<file path="config.mk">
export PLATFORM = sky130hd
export DESIGN_NAME = pad_control_top
export DESIGN_NICKNAME = d
export VERILOG_FILES = /design/src/common/pad_pkg.sv /design/src/rtl/pad_control_top.sv /design/src/rtl/pad_drive_mux.sv /design/src/rtl/pad_sense_demux.sv
export SDC_FILE = /design/constraint.sdc
export NUM_CORES = 1
export LEC_CHECK = 0
export ABC_AREA = 1
export ABC_CLOCK_PERIOD_IN_PS = 1150
export BUFFER_PORTS_ARGS = -buffer_cell sky130_fd_sc_hd__buf_2
export CAP_MARGIN = 20
export CORE_AREA = 10 10 113 115
export DETAILED_ROUTE_END_ITERATION = 8
export DIE_AREA = 0 0 123 125
export GPL_TIMING_DRIVEN = 0
export PLACE_DENSITY = 0.55
export SKIP_LAST_GASP = 1
export SLEW_MARGIN = 10
export SYNTH_ARGS = -nofsm -noshare
export SYNTH_HDL_FRONTEND = slang
export SYNTH_SLANG_ARGS = --single-unit
</file>
<file path="constraint.sdc">
create_clock -name vclk -period 1.15
set_input_delay 0.2875 -clock vclk [all_inputs]
set_output_delay 0.2875 -clock vclk [all_outputs]
set_load 0.05 [all_outputs]
</file>
<file path="src/common/pad_pkg.sv">
`default_nettype none

package pad_pkg;

	localparam int NUM_PADS = 11;

	// pad indices, also the bit order of every per-pad vector.
	localparam int PAD_SPIM_SDIO0 = 0;
	localparam int PAD_SPIM_SDIO1 = 1;
	localparam int PAD_SPIM_SDIO2 = 2;
	localparam int PAD_SPIM_SDIO3 = 3;
	localparam int PAD_SPIM_CSN0  = 4;
	localparam int PAD_SPIM_CSN1  = 5;
	localparam int PAD_SPIM_SCK   = 6;
	localparam int PAD_UART_RX    = 7;
	localparam int PAD_UART_TX    = 8;
	localparam int PAD_I2C0_SDA   = 9;
	localparam int PAD_I2C0_SCL   = 10;

	// function select of a single pad.
	typedef enum logic [1:0] {
		FUNC_PERIPH = 2'b00, // pad's own peripheral.
		FUNC_GPIO   = 2'b01,
		FUNC_ALT    = 2'b10, // i2c1, on four pads only.
		FUNC_NONE   = 2'b11
	} pad_func_e;

	// two bits per pad, pad 0 in the lowest bits.
	typedef pad_func_e [NUM_PADS-1:0] pad_mux_t;

	// spi master towards the pads.
	typedef struct packed {
		logic [3:0] sdo;
		logic [3:0] oen; // active low.
		logic [1:0] csn;
		logic       sck;
	} spim_out_t;

	// spi master from the pads.
	typedef struct packed {
		logic [3:0] sdi;
	} spim_in_t;

	// i2c controller towards the pads.
	typedef struct packed {
		logic scl_out;
		logic scl_oe;
		logic sda_out;
		logic sda_oe;
	} i2c_out_t;

	// i2c controller from the pads.
	typedef struct packed {
		logic scl_in;
		logic sda_in;
	} i2c_in_t;

	// gpio controller, one bit per pad.
	typedef struct packed {
		logic [NUM_PADS-1:0] out;
		logic [NUM_PADS-1:0] dir; // 1 drives the pad.
	} gpio_out_t;

	// what goes to the pad cells.
	typedef struct packed {
		logic [NUM_PADS-1:0] out;
		logic [NUM_PADS-1:0] oe;
	} pad_drive_t;

endpackage

`default_nettype wire

</file>
<file path="src/rtl/pad_control_top.sv">
`timescale 1ns/1ps
`default_nettype none

module pad_control_top #(
	parameter int PAD_CFG_W = 6
) (
	// spi master.
	input  pad_pkg::spim_out_t                            spim_i,
	output pad_pkg::spim_in_t                             spim_o,

	// uart.
	input  logic                                          uart_tx_i,
	output logic                                          uart_rx_o,

	// i2c controllers, i2c1 only reachable as alternate function.
	input  pad_pkg::i2c_out_t                             i2c0_i,
	output pad_pkg::i2c_in_t                              i2c0_o,
	input  pad_pkg::i2c_out_t                             i2c1_i,
	output pad_pkg::i2c_in_t                              i2c1_o,

	// gpio controller.
	input  pad_pkg::gpio_out_t                            gpio_i,
	output logic [pad_pkg::NUM_PADS-1:0]                  gpio_in_o,
	input  logic [pad_pkg::NUM_PADS*PAD_CFG_W-1:0]        gpio_cfg_i,

	// pad side.
	input  pad_pkg::pad_mux_t                             pad_mux_i,
	input  logic [pad_pkg::NUM_PADS*PAD_CFG_W-1:0]        pad_cfg_i,
	output logic [pad_pkg::NUM_PADS*PAD_CFG_W-1:0]        pad_cfg_o,
	input  logic [pad_pkg::NUM_PADS-1:0]                  pad_in_i,
	output pad_pkg::pad_drive_t                           pad_o
);

	// outbound: values, enables and pad configuration.
	pad_drive_mux #(
		.PAD_CFG_W (PAD_CFG_W)
	) i_pad_drive_mux (
		.pad_mux_i  (pad_mux_i),
		.spim_i     (spim_i),
		.uart_tx_i  (uart_tx_i),
		.i2c0_i     (i2c0_i),
		.i2c1_i     (i2c1_i),
		.gpio_i     (gpio_i),
		.pad_cfg_i  (pad_cfg_i),
		.gpio_cfg_i (gpio_cfg_i),
		.pad_o      (pad_o),
		.pad_cfg_o  (pad_cfg_o)
	);

	// inbound: pad levels back to whoever owns the pad.
	pad_sense_demux i_pad_sense_demux (
		.pad_mux_i (pad_mux_i),
		.pad_in_i  (pad_in_i),
		.spim_o    (spim_o),
		.uart_rx_o (uart_rx_o),
		.i2c0_o    (i2c0_o),
		.i2c1_o    (i2c1_o),
		.gpio_in_o (gpio_in_o)
	);

endmodule

`default_nettype wire

</file>
<file path="src/rtl/pad_drive_mux.sv">
`timescale 1ns/1ps
`default_nettype none

module pad_drive_mux #(
	parameter int PAD_CFG_W = 6
) (
	input  pad_pkg::pad_mux_t                      pad_mux_i,
	input  pad_pkg::spim_out_t                     spim_i,
	input  logic                                   uart_tx_i,
	input  pad_pkg::i2c_out_t                      i2c0_i,
	input  pad_pkg::i2c_out_t                      i2c1_i,
	input  pad_pkg::gpio_out_t                     gpio_i,
	input  logic [pad_pkg::NUM_PADS*PAD_CFG_W-1:0] pad_cfg_i,
	input  logic [pad_pkg::NUM_PADS*PAD_CFG_W-1:0] gpio_cfg_i,
	output pad_pkg::pad_drive_t                    pad_o,
	output logic [pad_pkg::NUM_PADS*PAD_CFG_W-1:0] pad_cfg_o
);

	import pad_pkg::*;

	// candidate drive per function with one bit per pad.
	logic [NUM_PADS-1:0] periph_out;
	logic [NUM_PADS-1:0] periph_oe;
	logic [NUM_PADS-1:0] alt_out;
	logic [NUM_PADS-1:0] alt_oe;
	logic [NUM_PADS-1:0] drv_out;
	logic [NUM_PADS-1:0] drv_oe;

	// peripheral function of every pad.
	always_comb begin
		periph_out = '0;
		periph_oe  = '0;

		for (int i = 0; i < $bits(spim_i.sdo); i++) begin
			periph_out[PAD_SPIM_SDIO0 + i] = spim_i.sdo[i];
			periph_oe[PAD_SPIM_SDIO0 + i]  = ~spim_i.oen[i]; // oen is active low.
		end

		periph_out[PAD_SPIM_CSN0] = spim_i.csn[0];
		periph_oe[PAD_SPIM_CSN0]  = 1'b1;
		periph_out[PAD_SPIM_CSN1] = spim_i.csn[1];
		periph_oe[PAD_SPIM_CSN1]  = 1'b1;
		periph_out[PAD_SPIM_SCK]  = spim_i.sck;
		periph_oe[PAD_SPIM_SCK]   = 1'b1;

		// uart rx pad is input only and left at 0.
		periph_out[PAD_UART_TX] = uart_tx_i;
		periph_oe[PAD_UART_TX]  = 1'b1;

		periph_out[PAD_I2C0_SDA] = i2c0_i.sda_out; // open drain via oe.
		periph_oe[PAD_I2C0_SDA]  = i2c0_i.sda_oe;
		periph_out[PAD_I2C0_SCL] = i2c0_i.scl_out;
		periph_oe[PAD_I2C0_SCL]  = i2c0_i.scl_oe;
	end

	// i2c1 as alternate function on two pad pairs.
	always_comb begin
		alt_out = '0;
		alt_oe  = '0;

		alt_out[PAD_SPIM_SDIO2] = i2c1_i.sda_out;
		alt_oe[PAD_SPIM_SDIO2]  = i2c1_i.sda_oe;
		alt_out[PAD_SPIM_SDIO3] = i2c1_i.scl_out;
		alt_oe[PAD_SPIM_SDIO3]  = i2c1_i.scl_oe;

		alt_out[PAD_UART_RX] = i2c1_i.sda_out;
		alt_oe[PAD_UART_RX]  = i2c1_i.sda_oe;
		alt_out[PAD_UART_TX] = i2c1_i.scl_out;
		alt_oe[PAD_UART_TX]  = i2c1_i.scl_oe;
	end

	// per-pad selection.
	always_comb begin
		for (int p = 0; p < NUM_PADS; p++) begin
			case (pad_mux_i[p])
				FUNC_PERIPH: begin
					drv_out[p] = periph_out[p];
					drv_oe[p]  = periph_oe[p];
				end
				FUNC_GPIO: begin
					drv_out[p] = gpio_i.out[p];
					drv_oe[p]  = gpio_i.dir[p];
				end
				FUNC_ALT: begin
					drv_out[p] = alt_out[p];
					drv_oe[p]  = alt_oe[p];
				end
				default: begin
					drv_out[p] = 1'b0; // pad floats under FUNC_NONE.
					drv_oe[p]  = 1'b0;
				end
			endcase
		end
	end

	assign pad_o = '{out: drv_out, oe: drv_oe};

	// gpio configuration wins while gpio owns the pad.
	for (genvar p = 0; p < NUM_PADS; p++) begin : g_cfg
		assign pad_cfg_o[p*PAD_CFG_W +: PAD_CFG_W] = (pad_mux_i[p] == FUNC_GPIO) ?
			gpio_cfg_i[p*PAD_CFG_W +: PAD_CFG_W] : pad_cfg_i[p*PAD_CFG_W +: PAD_CFG_W];
	end

endmodule

`default_nettype wire

</file>
<file path="src/rtl/pad_sense_demux.sv">
`timescale 1ns/1ps
`default_nettype none

module pad_sense_demux (
	input  pad_pkg::pad_mux_t             pad_mux_i,
	input  logic [pad_pkg::NUM_PADS-1:0]  pad_in_i,
	output pad_pkg::spim_in_t             spim_o,
	output logic                          uart_rx_o,
	output pad_pkg::i2c_in_t              i2c0_o,
	output pad_pkg::i2c_in_t              i2c1_o,
	output logic [pad_pkg::NUM_PADS-1:0]  gpio_in_o
);

	import pad_pkg::*;

	// decoded function per pad.
	logic [NUM_PADS-1:0] is_periph;
	logic [NUM_PADS-1:0] is_gpio;
	logic [NUM_PADS-1:0] is_alt;
	logic [3:0]          sdi;
	logic                i2c1_sda;
	logic                i2c1_scl;

	always_comb begin
		for (int p = 0; p < NUM_PADS; p++) begin
			is_periph[p] = (pad_mux_i[p] == FUNC_PERIPH);
			is_gpio[p]   = (pad_mux_i[p] == FUNC_GPIO);
			is_alt[p]    = (pad_mux_i[p] == FUNC_ALT);
		end
	end

	// gpio sees only the pads it owns.
	assign gpio_in_o = pad_in_i & is_gpio;

	// spi data in, 0 when the sdio pad belongs to someone else.
	always_comb begin
		for (int i = 0; i < $bits(sdi); i++) begin
			sdi[i] = pad_in_i[PAD_SPIM_SDIO0 + i] & is_periph[PAD_SPIM_SDIO0 + i];
		end
	end

	assign spim_o = '{sdi: sdi};

	// uart and i2c idle high when not connected.
	assign uart_rx_o = is_periph[PAD_UART_RX] ? pad_in_i[PAD_UART_RX] : 1'b1;

	assign i2c0_o = '{
		scl_in: is_periph[PAD_I2C0_SCL] ? pad_in_i[PAD_I2C0_SCL] : 1'b1,
		sda_in: is_periph[PAD_I2C0_SDA] ? pad_in_i[PAD_I2C0_SDA] : 1'b1
	};

	// spim pads take priority over the uart pads.
	always_comb begin
		if (is_alt[PAD_SPIM_SDIO2]) begin
			i2c1_sda = pad_in_i[PAD_SPIM_SDIO2];
		end else if (is_alt[PAD_UART_RX]) begin
			i2c1_sda = pad_in_i[PAD_UART_RX];
		end else begin
			i2c1_sda = 1'b1;
		end
	end

	always_comb begin
		if (is_alt[PAD_SPIM_SDIO3]) begin
			i2c1_scl = pad_in_i[PAD_SPIM_SDIO3];
		end else if (is_alt[PAD_UART_TX]) begin
			i2c1_scl = pad_in_i[PAD_UART_TX];
		end else begin
			i2c1_scl = 1'b1;
		end
	end

	assign i2c1_o = '{scl_in: i2c1_scl, sda_in: i2c1_sda};

endmodule

`default_nettype wire

</file>
==> run summary <==
Busiest grt layer = met2
Vias per cell = 4.725
Gr ovfl total = 0
P_leak = 3.285 nW
Area of the mapped netlist = 1569 µm²
Startpoint types = primary input
Status = complete, but fails checks
Slew Viols, Final = 0
Endpoints failing setup = 78
Yosys warns = 0
Final Hold Viols = 0
Ratio of cells with drive above 1 in the final layout = 0.9058
Synth cell types = 15
Die width = 123 µm
Flip-flop and latch area = 0 µm²
Hold wc startpoint = pad_mux_i[1]
Power Dens Cells = 571.5 nW/µm²
Worst setup EP type = output pin
Placer Congestion = 0.8920
Min-Delay Endpoint = spim_o[0]
GRT met1 Usage = 0.1658
Headroom to the max-slew limit = 0.8161
Min-Delay Path Class = in -> out
Top cells by count, synth = nand2_1, nand3_1, inv_1, nor2_1, o21ai_0
Antenna fix cells = 0
DRC = 0
Initial antenna violation count = 0
M2 GR Usage = 0.3646
Kind of critical path = in -> out
DP Worst Slack = -0.5214 ns
Worst-margin pin slew = 0.2777 ns
Nets = 923
CP Max Fanout = 6
Hold Buf Count CTS = 0
Initial core utilization = 0.1480
Largest net degree at the start of global routing = 11
DRT iter0 DRCs = 241
Post-DP HPWL = 11.70 mm
Top-count cell post-synth = nand2_1
Period utilisation layout = 1.219
Power Total = 3.806 mW
Achievable Freq = 713.1 MHz
Max VDD drop = 0.0003791 V
First-pass GRT wire length = 23.31 mm
Mapped Nets = 571
Syn Area/Cell = 4.346 µm²
Synth top area share = 0.4067
Drt first pass iters = 4
I/O Buffers = 309
PnR worst setup slack = -0.2523 ns
Synth-to-Final Area Change = 324.5%
Seq_cells = 0
Maxcap violations = 0
Hold path cells = 3
RSZ-0062 raised after global routing = true
Fin crit period = 1.402 ns
Required time worst endpoint = 0.86 ns
GRT Util Overall = 0.1846
Post-DRT Antenna Nets = 0
Row count = 38
Failing checks = setup timing
Syn Inst Count = 361
Die ar. = 15,380 µm²
Core box area = 10,600 µm²
Die Ht = 125 µm
I/O pin count = 315
Register area share after synthesis = 0
Crit path from = pad_mux_i[15]
Arrival @ worst endpoint = 1.11 ns
Largest area contributor in the netlist = nand2_1
Ranking of synthesized cells by area = nand2_1, nand3_1, inv_1
Final WL = 17.83 mm
Avg WL per Cell = 20.95 µm
Number of global-route vias before repair = 4,338
Vias = 4,021
Met3 GRT Util = 0.06301
Clkbuf count = 0
-- worst max-delay path by stage --
stage | end | slack (ns)
finish | pad_cfg_o[47] | -0.25
global placement | pad_cfg_o[46] | -0.50
floorplan | pad_cfg_o[44] | -0.14
CTS | pad_cfg_o[45] | -0.29
global route | pad_o[18] | -0.29
detailed placement | pad_cfg_o[45] | -0.52
-- kinds of logic (layout without fill, tap and decap cells) --
kind of cell	after synthesis	after routing	share of synthesized area
AOI/OAI and AO/OA	13	13	0.04147
adders and majority gates	3	3	0.02393
buffers and inverters	54	404	0.1571
and+or+nand+nor	291	291	0.7775
-- cell type report --
class	instances	area (µm²)
well taps	140	175.2
repair buffers	347	3228
fillers	798	3943
inverters	41	262.8
plain buffers	10	155.1
repair inverters	6	41.29
multi-input cells	307	2798
-- stage by stage --
| step | cell area (µm²) | utilization | hold slack [ns] | std cells | setup TNS (ns) |
|---|---|---|---|---|---|
| after global placement | 3919 | 0.3696 | 0.9547 | 810 | -25.40 |
| final | 6660 | 0.6282 | 0.8749 | 851 | -7.604 |
| after global routing | 6660 | 0.6282 | 0.8779 | 851 | -9.734 |
| after floorplan | 2197 | - | 0.6338 | 361 | -0.8981 |
| after CTS | 5828 | 0.5497 | 0.8889 | 848 | -6.251 |
| after detailed placement | 3919 | 0.3696 | 0.9619 | 810 | -26.74 |
-- routing by layer --
metal / up-vias / share of wire / routed length, µm
met4: 0 / 0.033 / 592
met2: 253 / 0.55 / 9800
li1: 1848 / - / -
met5: - / 0 / 0
met3: 40 / 0.10 / 1844
met1: 1880 / 0.31 / 5588
-- what timing repair did --
item,CTS,global route
pin swaps,48,77
setup buffers,31,5
setup endpoints to repair,108,105
gates cloned,8,1
resized for setup,457,193
-- worst max-delay path, stage by stage --
cell and delay [ns]:
buf_12 0.11, inv_12 0.05, ha_4 0.21, buf_8 0.17, nand2_4 0.06, o21ai_4 0.06, buf_6 0.17
-- report_power, final --
part           leakage (nW)  internal (mW)  total, mW  switching (mW)
clock                     0              0          0               0
combinational          3.28           1.60       3.81            2.20
sequential                0              0          0               0
total                  3.28           1.60       3.81            2.20
-- cell usage in the layout (no fill, tap or decap) --
cell / instances
a21oi_4: 2
buf_12: 21
buf_16: 1
buf_2: 186
buf_4: 12
buf_6: 38
buf_8: 99
clkinv_8: 5
clkinvlp_4: 8
ha_4: 3
inv_1: 22
inv_12: 1
inv_2: 5
inv_4: 4
inv_6: 1
inv_8: 1
nand2_1: 12
nand2_2: 100
nand2_4: 53
nand2_8: 7
nand3_1: 32
nand3_2: 45
nand3_4: 9
nor2_2: 6
nor2_4: 23
nor3_4: 4
o21ai_1: 1
o21ai_2: 2
o21ai_4: 8
Note: power is estimated with default switching activity, not from simulation.
